$ cat config.mk
export PLATFORM = sky130hd
export DESIGN_NAME = mem_response
export DESIGN_NICKNAME = d
export VERILOG_FILES = /design/src/rtl/mem_pkg.sv /design/src/rtl/load_align.sv /design/src/rtl/mem_response.sv
export SDC_FILE = /design/constraint.sdc
export NUM_CORES = 1
export LEC_CHECK = 0
export ABC_AREA = 1
export BUFFER_PORTS_ARGS = -buffer_cell sky130_fd_sc_hd__buf_2
export CAP_MARGIN = 20
export CORE_MARGIN = 8
export CORE_UTILIZATION = 38
export DETAILED_ROUTE_END_ITERATION = 7
export PLACE_DENSITY = 0.95
export SYNTH_ARGS = -nofsm -noshare
export SYNTH_HDL_FRONTEND = slang
export SYNTH_SLANG_ARGS = --single-unit
export TNS_END_PERCENT = 50
$ cat constraint.sdc
create_clock -name vclk -period 2
set_clock_uncertainty 0.05 [all_clocks]
set_input_delay 0.4 -clock vclk [all_inputs]
set_output_delay 0.4 -clock vclk [all_outputs]
set_load 0.05 [all_outputs]
$ cat src/rtl/mem_pkg.sv
// shared constants and record types for the memory access stage
// every rtl module of the stage pulls these in by a wildcard import
package mem_pkg;

    localparam int data_w    = 32;
    localparam int rd_w      = 5;
    localparam int ram_words = 256;
    localparam int ram_aw    = $clog2(ram_words);   // word index bits, taken from addr[9:2]
    localparam int exp_w     = 7;
    localparam int exp_ale   = 2;                   // address alignment exception bit

    typedef enum logic [1:0] {
        width_byte = 2'd0,
        width_half = 2'd1,
        width_word = 2'd2
    } width_e;

    // instruction record coming from execute
    typedef struct packed {
        logic              en;      // memory op
        logic              write;
        logic              atom;    // ll / sc
        logic              sign;    // sign extend loads
        width_e            width;
        logic [rd_w-1:0]   rd;
        logic [data_w-1:0] base;
        logic [data_w-1:0] imm;
        logic [data_w-1:0] wdata;
        logic [exp_w-1:0]  exp;
    } exe_mem_t;

    // request into the data ram
    typedef struct packed {
        logic              valid;
        logic              op;      // 1 = write
        logic              atom;
        logic [data_w-1:0] addr;
        logic [3:0]        be;
        logic [data_w-1:0] wdata;
    } mem_req_t;

    // response from the data ram
    typedef struct packed {
        logic              data_valid;  // one cycle pulse
        logic [data_w-1:0] rdata;
        logic [exp_w-1:0]  exception;
        logic [data_w-1:0] badv;
    } mem_rsp_t;

    // what the response half keeps of the op while the ram works
    typedef struct packed {
        logic             valid;    // entry present
        logic             en;
        logic             write;
        logic             atom;
        logic             sign;
        width_e           width;
        logic [rd_w-1:0]  rd;
        logic [1:0]       addr_lo;
        logic [exp_w-1:0] exp;
    } mem_hold_t;

    // writeback record
    typedef struct packed {
        logic              valid;
        logic [rd_w-1:0]   rd;
        logic [data_w-1:0] data;
        logic [exp_w-1:0]  exp;
        logic [data_w-1:0] badv;
    } wb_t;

    // one read word, seen as byte lanes or as halfword lanes
    typedef union packed {
        logic [3:0][7:0]  bytes;
        logic [1:0][15:0] halves;
    } load_word_u;

endpackage

$ cat src/rtl/load_align.sv
// load aligner, picks the addressed byte or halfword out of a read word
// and extends it to a full register value
module load_align import mem_pkg::*; (
    input  logic [data_w-1:0] rdata,
    input  logic [1:0]        addr_lo,
    input  width_e            width,
    input  logic              sign,
    output logic [data_w-1:0] data
);

    load_word_u  word;
    logic [7:0]  lane_b;
    logic [15:0] lane_h;

    assign word   = rdata;
    assign lane_b = word.bytes[addr_lo];
    assign lane_h = word.halves[addr_lo[1]];   // half is aligned, bit 0 is zero

    always_comb begin
        case (width)
            width_byte: data = {{(data_w-8){sign && lane_b[7]}}, lane_b};
            width_half: data = {{(data_w-16){sign && lane_h[15]}}, lane_h};
            default:    data = rdata;          // word passes unchanged
        endcase
    end

endmodule

$ cat src/rtl/mem_response.sv
// response half of the memory stage
// waits for the ram, raises the stall and builds the writeback record
module mem_response import mem_pkg::*; (
    input  mem_hold_t hold,
    input  mem_rsp_t  rsp,
    output wb_t       wb,
    output logic      stall
);

    logic [data_w-1:0] load_data;
    logic [exp_w-1:0]  exp_all;
    logic              ram_done;
    logic              has_exp;

    load_align u_align (
        .rdata   (rsp.rdata),
        .addr_lo (hold.addr_lo),
        .width   (hold.width),
        .sign    (hold.sign),
        .data    (load_data)
    );

    assign ram_done = rsp.data_valid || (rsp.exception != '0);
    assign stall    = hold.en && !ram_done;      // held memory op still in the ram
    assign exp_all  = hold.exp | rsp.exception;
    assign has_exp  = (exp_all != '0);

    always_comb begin
        wb       = '0;
        wb.valid = hold.valid && !stall;
        wb.exp   = exp_all;
        wb.rd    = has_exp ? '0 : hold.rd;
        if (hold.en && rsp.data_valid) begin
            if (!hold.write) begin
                wb.data = load_data;
            end else if (hold.atom) begin
                wb.data = rsp.rdata;             // sc flag
            end
        end
        if (hold.en && has_exp) begin
            wb.badv = rsp.badv;
        end
        // the ram either completes or faults, never both
        if (wb.valid) begin
            assert (!(rsp.data_valid && rsp.exception != '0))
                else $error("mem_response: data_valid together with an exception");
        end
    end

endmodule

==> results by group <==
Outcome
  – Status: complete, but fails checks
  – Violated checks: DRC, setup timing

Timing
  – Slew Viols, Final: 0
  – Unrepaired setup endpoints after global routing: yes
  – Slew headroom: 73.0%
  – Hold Slack: approximately 1100 ps
  – Fin Setup TNS: -5160 ps
  – Final hold viol count: 0
  – Fmax: 446 MHz
  – Post-route clock period utilization: 112%
  – Setup violators final: 65
  – Worst-Margin Slew: ~400 ps
  – Worst setup margin: -244 ps
  – Tmin final: ~2200 ps

Pwr
  – Leak Pwr: ~2 nW
  – Pint: 0.000413 W
  – Reg power frac: 0%
  – Overall power: 0.00117 W
  – Combinational share of power: 100.0%
  – Net Sw Frac: 64.7%
  – Switching Power: 0.000756 W
  – Power share of the clock group: 0%
  – Worst IR Drop VDD: around 0.00019 V
  – Cell Pwr Density: about 300 mW/mm²

Placement
  – Routability cong.: about 0.95
  – Dpl ws: -192 ps
  – PortBufs: between 150 and 200
  – Hpwl dp: between 7 and 8 mm

Synth
  – Synth Area in XOR/XNOR: 0%
  – Largest family of logic cells by synthesized area: simple AND/OR/NAND/NOR gates
  – Simple-gate share of the synthesized area: about 45%
  – Syn Inst Count: between 300 and 400
  – Synth Area in Compound Gates: about a third
  – Mapped Nets: ~430
  – YS warnings: 0
  – Post-synthesis sequential area ratio: 0%
  – Cell variety after synth: 30
  – Mux cell area share after synthesis: 0%
  – Synth Area per Inst: about 4.9 µm²
  – Area of the mapped netlist: 0.00168 mm²
  – Adder-Cell Fraction of Synth Area: 0%

Setup path
  – Slowest CP cell: o21ai_0
  – Critical-path maximum fanout: 6
  – Required time worst endpoint: between 1500 and 2000 ps
  – CP Class: in -> out
  – Critical path buffers and inverters: 5
  – CP delay by family, top: buffers and inverters
  – Crit path arrival time: around 1800 ps
  – CP Cell Sequence: buf_6, inv_4, nand2_4, nor2_4, inv_1, buf_4, o21ai_0, a21oi_1, buf_2
  – CP max stage delay: 310 ps
  – Nature of the critical path endpoint: primary output
  – Startpoint types: primary input

Cells and area
  – Register Area: 0 µm²
  – Share of post-route cells with drive strength above 1: between 60 and 70%
  – Final design utilization: 92.7%
  – Clkbuf count: 0
  – P&R area growth vs syn: 137%
  – Seq cells: 0
  – Nets: around 640

Route
  – TritonRoute pass-1 iters: 8
  – Vias/cell: roughly 6.6
  – Starting DRT DRC Count: roughly 700
  – Vias: slightly below 4000
  – Total wire length: about 16 mm
  – Avg WL per Cell: 26.5 µm
  – ANT nets after route: 0
  – DR DRC count: 7

Global route
  – GRT Util Overall: roughly 32%
  – Antenna violations before repair: 1
  – Vias in the first global route: 3269
  – Pin count of the biggest net entering global routing: 26
  – Gr ovfl total: 0
  – Global-route wire length before repair: 17.1 mm

Die
  – Horiz. Die Dim: slightly above 80 µm
  – Initial Util: between 30% and 40%
  – Die height: 82.5 µm
  – IO Count: roughly 170
  – Die area: about 0.0068 mm²
  – Core area: approximately 0.0043 mm²
  – Row count: 24

Worst hold path
  – Hold Path Class: in -> out

Job
  – Max cap viols: 0
==> layout by cell type (no fill, tap or decap), types with 4 or more instances in the layout <==
master    netlist  final
a21oi_1        24     17
a21oi_2        10     11
a21oi_4         0      6
a31oi_2         0      4
a31oi_4         0      4
buf_12          1      5
buf_2           6    102
buf_4           3     37
buf_6           0     58
buf_8           0     11
inv_1          67     64
nand2_1        74     60
nand2_2         3     10
nand2_4        12     18
nand3_1         6      6
nor2_1         45      7
nor2_2          1     18
nor2_4          1     22
o211ai_1        8      8
o21ai_0        42     31
o21ai_1         0     11
o22ai_1         4      4
or2_4           0      7
==> worst min-delay path, delay by kind of cell <==
family	cells	cell delay, ps
buf+inv	3	290
simple gates	1	40
==> power groups by stage <==
stage          Sequential, W         Clock, W  Combinational, W
4_1_cts                    0                0          0.000951
3_5_place_dp               0                0          0.000833
5_1_grt                    0  0.0000000000668           0.00122
2_1_floorplan              0                0          0.000553
3_3_place_gp               0                0          0.000811
6_report                   0   0.000000000134           0.00117
==> metrics by stage <==
step                cell area (µm²)  cells
floorplan                      1850    341
global placement               2970    581
detailed placement             2970    581
CTS                            3480    586
global route                   3980    594
finish                         3980    595
==> cell type report <==
class / count / area (µm²)
Antenna cell: 2 / 5.00
Tap cell: 52 / 65.1
Fill cell: 163 / 314
Multi-Input combinational cell: 252 / 1810
Timing Repair Buffer: 218 / 1820
Inverter: 71 / 283
==> layer usage <==
layer  GRT usage [%]  part of all wire, %  wire (µm)  vias up
met4            16.7                   12       1930        0
met3            9.63                   14       2170      220
met5               0                    0          0        -
met1            31.1                   28       4450     1715
li1                -                    -          -     1476
met2            60.2                   46       7240      498
==> cell families after synthesis <==
group | count (synthesis)
AO/OA/AOI/OAI | 96
AND/OR/NAND/NOR | 155
buffers and inverters | 90
==> path summary, 6_finish.rpt <==
path | start | endpoint | slack [ps] | cells past startpoint
hold / removal | rsp[8] | wb[8] | 1080 | 4
setup / recovery | hold[14] | wb[42] | -240 | 9
==> cell usage after synthesis (all sizes together) <==
| cell | count | area share, % |
|---|---|---|
| nand2 | 90 | 27 |
| nor3 | 2 | 0.89 |
| o211ai | 8 | 3.6 |
| o22ai | 4 | 1.5 |
| nor2 | 47 | 11 |
| buf | 12 | 4.8 |
| clkinv | 1 | 0.22 |
| nor4 | 1 | 0.37 |
| nand3b | 1 | 0.45 |
| a31oi | 8 | 3.0 |
| a21oi | 34 | 12 |
| clkbuf | 7 | 1.6 |
| o21ai | 42 | 13 |
| inv | 70 | 16 |
| nand3 | 7 | 2.4 |
| or2 | 7 | 2.6 |
==> repair_timing <==
item                                    4_1_cts  5_1_grt
endpoints found under the setup margin       67       69
gates cloned                                  2        3
gates resized for setup                     139      101
hold buffers                                  0        0
setup buffers                                 3        4
pin swaps                                    14       26
(Power assumes the default switching activity.)
