[config.mk]
export PLATFORM = sky130hd
export DESIGN_NAME = mem_request
export DESIGN_NICKNAME = d
export VERILOG_FILES = /design/src/rtl/mem_pkg.sv /design/src/rtl/mem_request.sv
export SDC_FILE = /design/constraint.sdc
export NUM_CORES = 1
export LEC_CHECK = 0
export BUFFER_PORTS_ARGS = -buffer_cell sky130_fd_sc_hd__buf_2
export CORE_MARGIN = 2
export CORE_UTILIZATION = 37
export DETAILED_ROUTE_END_ITERATION = 16
export GPL_TIMING_DRIVEN = 0
export PLACE_DENSITY = 0.82
export SLEW_MARGIN = 40
export SYNTH_ARGS = -nofsm -noshare
export SYNTH_HDL_FRONTEND = slang
export SYNTH_SLANG_ARGS = --single-unit
[constraint.sdc]
create_clock -name vclk -period 2.6
set_input_delay 0.39 -clock vclk [all_inputs]
set_output_delay 0.39 -clock vclk [all_outputs]
set_load 0.02 [all_outputs]
[src/rtl/mem_pkg.sv]
// shared constants and record types for the memory access stage
// every rtl module of the stage pulls these in by a wildcard import
package mem_pkg;

    localparam int data_w    = 32;
    localparam int rd_w      = 5;
    localparam int ram_words = 256;
    localparam int ram_aw    = $clog2(ram_words);   // word index bits, taken from addr[9:2]
    localparam int exp_w     = 7;
    localparam int exp_ale   = 2;                   // address alignment exception bit

    typedef enum logic [1:0] {
        width_byte = 2'd0,
        width_half = 2'd1,
        width_word = 2'd2
    } width_e;

    // instruction record coming from execute
    typedef struct packed {
        logic              en;      // memory op
        logic              write;
        logic              atom;    // ll / sc
        logic              sign;    // sign extend loads
        width_e            width;
        logic [rd_w-1:0]   rd;
        logic [data_w-1:0] base;
        logic [data_w-1:0] imm;
        logic [data_w-1:0] wdata;
        logic [exp_w-1:0]  exp;
    } exe_mem_t;

    // request into the data ram
    typedef struct packed {
        logic              valid;
        logic              op;      // 1 = write
        logic              atom;
        logic [data_w-1:0] addr;
        logic [3:0]        be;
        logic [data_w-1:0] wdata;
    } mem_req_t;

    // response from the data ram
    typedef struct packed {
        logic              data_valid;  // one cycle pulse
        logic [data_w-1:0] rdata;
        logic [exp_w-1:0]  exception;
        logic [data_w-1:0] badv;
    } mem_rsp_t;

    // what the response half keeps of the op while the ram works
    typedef struct packed {
        logic             valid;    // entry present
        logic             en;
        logic             write;
        logic             atom;
        logic             sign;
        width_e           width;
        logic [rd_w-1:0]  rd;
        logic [1:0]       addr_lo;
        logic [exp_w-1:0] exp;
    } mem_hold_t;

    // writeback record
    typedef struct packed {
        logic              valid;
        logic [rd_w-1:0]   rd;
        logic [data_w-1:0] data;
        logic [exp_w-1:0]  exp;
        logic [data_w-1:0] badv;
    } wb_t;

    // one read word, seen as byte lanes or as halfword lanes
    typedef union packed {
        logic [3:0][7:0]  bytes;
        logic [1:0][15:0] halves;
    } load_word_u;

endpackage

[src/rtl/mem_request.sv]
// request half of the memory stage
// turns the execute record into a ram request plus the state kept for the response
module mem_request import mem_pkg::*; (
    input  exe_mem_t  exe,
    output mem_req_t  req,
    output mem_hold_t hold_next
);

    logic [data_w-1:0] addr;
    logic [3:0]        be_base;     // lanes before the address offset
    logic [7:0]        be_dbl;
    logic [data_w-1:0] wdata_lanes;

    assign addr = exe.base + exe.imm;

    // lane pattern and store data replicated over every lane
    always_comb begin
        case (exe.width)
            width_byte: begin
                be_base     = 4'b0001;
                wdata_lanes = {4{exe.wdata[7:0]}};
            end
            width_half: begin
                be_base     = 4'b0011;
                wdata_lanes = {2{exe.wdata[15:0]}};
            end
            default: begin
                be_base     = 4'b1111;
                wdata_lanes = exe.wdata;
            end
        endcase
    end

    // rotate rather than shift so the lane count survives a misaligned offset,
    // the ram decodes the access size from it
    assign be_dbl = {be_base, be_base} << addr[1:0];

    always_comb begin
        req.valid = exe.en;
        req.op    = exe.write;
        req.atom  = exe.atom;
        req.addr  = addr;
        req.be    = be_dbl[7:4];
        req.wdata = wdata_lanes;
        if (req.valid) begin
            assert (req.be != 4'b0000)
                else $error("mem_request: valid request without byte enables");
        end
    end

    always_comb begin
        hold_next.valid   = exe.en || (exe.rd != '0);  // memory op or something to write back
        hold_next.en      = exe.en;
        hold_next.write   = exe.write;
        hold_next.atom    = exe.atom;
        hold_next.sign    = exe.sign;
        hold_next.width   = exe.width;
        hold_next.rd      = exe.rd;
        hold_next.addr_lo = addr[1:0];
        hold_next.exp     = exe.exp;
    end

endmodule

==> metrics.md <==
| Metric | Value |
|---|---|
| Core Util, Final | `between 70% and 80%` |
| Mapped Avg Cell Area | `7.20 µm²` |
| Worst Hold End | `hold_next[6]` |
| Slowest cell delay on critical path | `about 0.36 ns` |
| Placed Instances | `around 600` |
| Crit path max-delay cell type | `fa_2` |
| Final WS setup | `-0.438 ns` |
| Status | `complete, but fails checks` |
| Synth area leaders | `ha_1 (16%), buf_4 (9.8%), mux2_2 (7.6%), a21oi_1 (6.5%), a21o_1 (5.1%)` |
| Total track usage | `roughly a quarter` |
| Port-buffer cells | `slightly below 200` |
| RSZ-0062 raised after global routing | `yes` |
| Top-Level Pins | `206` |
| Mean routed wirelength per cell | `16.4 µm` |
| Starting Density | `between 30 and 40%` |
| Share of cells above drive strength 1 | `between 60 and 70%` |
| Slew margin rel. | `between 50% and 60%` |
| Register Area | `0 µm²` |
| Yosys warning count | `0` |
| First-pass GRT wire length | `about 15000 µm` |
| Final-stage net count | `between 700 and 800` |
| Core Box Area | `~6300 µm²` |
| Startpoint Class | `primary input` |
| Netlist cell types | `between 50 and 60` |
| Filler cells | `about 440` |
| Post-Syn Area | `2380 µm²` |
| Top cell type's share of synthesized area | `16.3%` |
| Number of clock buffers in the layout | `0` |
| Power per standard cell area | `roughly 320 nW/µm²` |
| Pre-CTS setup slack | `-0.579 ns` |
| Hold Vio Cnt, Final | `0` |
| Gpl congestion | `just under 0.9` |
| Hold Crit Start | `exe[6]` |
| First drt pass iteration count | `5` |
| Data arrival time of the critical path | `~2.7 ns` |
| VDD IR max | `252 µV` |
| Highest clock rate | `329 MHz` |
| Hold Path Stages | `2` |
| Tot Pwr | `approximately 1.4 mW` |
| Seq_cells | `0` |
| Crit-path cells | `buf_8 -> ha_4 -> inv_2 -> fa_2 -> and2b_1 -> o21ai_2 -> a21oi_4 -> o21ai_4 -> o31ai_4 -> buf_6 -> a21oi_4 -> o2111a_1 -> a311oi_4 -> buf_6` |
| 1st-iter DRT viols | `about 130` |
| Max-slew violation count | `0` |
| Vias in the first global route | `roughly 3300` |
| DIE HEIGHT | `84.1 µm` |
| Final std cells w/o fill | `between 600 and 700` |
| Antenna Nets Post-Route | `0` |
| Floorplan row count | `29` |
| Leak | `between 2 and 2.5 nW` |
| Drc violations | `0` |
| Wirelength, routed | `roughly 10000 µm` |
| Vias/cell | `5.49` |
| Max-cap violations | `0` |
| Slew at the pin closest to its max-slew limit | `a little under 0.7 ns` |
| Nature of the critical path endpoint | `output pin` |
| Seq/Total Area, Yosys | `0%` |
| Syn nets | `476` |
| Initial antenna violation count | `0` |
| Min-Delay Path Class | `primary input to output pin` |
| Largest net degree at the start of global routing | `11` |
| # diodes | `0` |
| Min Tclk post-route | `about 3 ns` |
| Worst-path fanout max | `5` |
| Vias post-DR | `3493` |
| Critical path required time | `between 2 and 2.5 ns` |
| Cells after synthesis | `330` |
| Die area | `between 7000 and 8000 µm²` |
| Fin crit share | `117%` |
| DIE WIDTH | `around 84 µm` |
| Cell taking the most area after synthesis | `ha_1` |
| WS Path Type | `primary input to output pin` |
| Failing checks | `negative setup slack` |
| Total congestion overflow | `0` |
| Setup violators final | `20` |
| Area grow syn2layout | `87.1%` |
| Dpl hpwl | `approximately 7000 µm` |
[cells in the mapped netlist, drive strengths merged, types with 2 or more instances]
cell type	instances
a211oi	2
a21boi	3
a21o	16
a21oi	35
a221oi	2
and2	3
and3	4
and4	2
buf	32
clkbuf	5
ha	31
inv	13
mux2	16
mux2i	8
nand2	30
nand2b	4
nand3	7
nand4	3
nor2	22
nor2b	2
nor3	7
nor4	2
o2111ai	2
o211ai	4
o21a	3
o21ai	26
o21bai	5
o31ai	3
or3	3
xnor2	12
xor2	11
[cells in the final DEF (no fill, tap or decap), types with 5 or more instances in the layout]
cell type | synthesis | routed
ha_4 | 0 | 15
a21oi_2 | 3 | 12
mux2i_1 | 8 | 8
buf_2 | 1 | 162
buf_6 | 0 | 25
xor2_1 | 11 | 7
nand2_1 | 30 | 28
ha_1 | 31 | 14
a21oi_1 | 31 | 18
inv_1 | 13 | 12
a21oi_4 | 1 | 5
a21o_1 | 16 | 16
o21ai_4 | 0 | 5
buf_4 | 31 | 73
xnor2_1 | 12 | 10
mux2_2 | 16 | 16
nor2_1 | 22 | 18
nor3_1 | 6 | 5
o21ai_0 | 17 | 14
[per-stage QoR]
step	setup TNS [ns]	instance area, µm²	hold WS [ns]
floorplan	-0.473	2550	0.893
global placement	-4.47	3630	0.998
detailed placement	-5.35	3630	0.998
CTS	-3.68	4220	0.998
global route	-6.49	4450	1.00
finish	-4.85	4450	0.997
[kinds of logic (layout without fill, tap and decap cells)]
family                   after synthesis  after routing  synth area share [%]
buffers and inverters                 50            279                  12.8
XOR/XNOR                              23             23                  8.48
adder cells (fa/ha/maj)               32             32                  17.2
AND/OR/NAND/NOR                       93             93                  19.0
AO/OA/AOI/OAI                        108            108                  31.6
multiplexers                          24             24                  11.0
[power breakdown]
| part | total (mW) | internal, mW | switching (mW) |
|---|---|---|---|
| Combinational | 1.41 | 0.650 | 0.758 |
| Clock | 0 | 0 | 0 |
| Sequential | 0 | 0 | 0 |
| Total | 1.41 | 0.650 | 0.758 |
[timing repair]
action	CTS	global route
pin swaps	46	30
endpoints found under the setup margin	21	21
gates cloned	0	0
resized for setup	83	37
hold buffers	0	0
buffers inserted	24	13
[metal layers]
layer,vias up,part of all wire (%),GRT usage [%]
met5,-,0,0
met4,0,5.1,9.82
met3,42,6.1,2.75
met2,173,52,46.5
met1,1638,37,27.1
li1,1640,-,-
[how the worst max path moves through the flow]
stage                       start  depth (start not counted)       to
after floorplan           exe[39]                         11  req[64]
after global placement    exe[39]                         13  req[64]
after detailed placement  exe[39]                         13  req[64]
after CTS                 exe[39]                         14  req[64]
after global routing      exe[39]                         14  req[64]
final                     exe[39]                         14  req[64]
[cell type report]
| class | count | area (µm²) | area share [%] |
|---|---|---|---|
| plain buffers | 36 | 259 | 5.83 |
| inverters | 13 | 48.8 | 1.10 |
| multi-input cells | 280 | 2620 | 58.8 |
| well taps | 77 | 96.3 | 2.17 |
| repair buffers | 230 | 1430 | 32.1 |
[worst max-delay path, delay by kind of cell]
| family | cells | cell delay [ns] |
|---|---|---|
| compound gates | 7 | 1.13 |
| fa+ha+maj | 2 | 0.48 |
| buf+inv | 4 | 0.42 |
| simple gates | 1 | 0.21 |
Note: power is estimated with default switching activity, not from simulation.
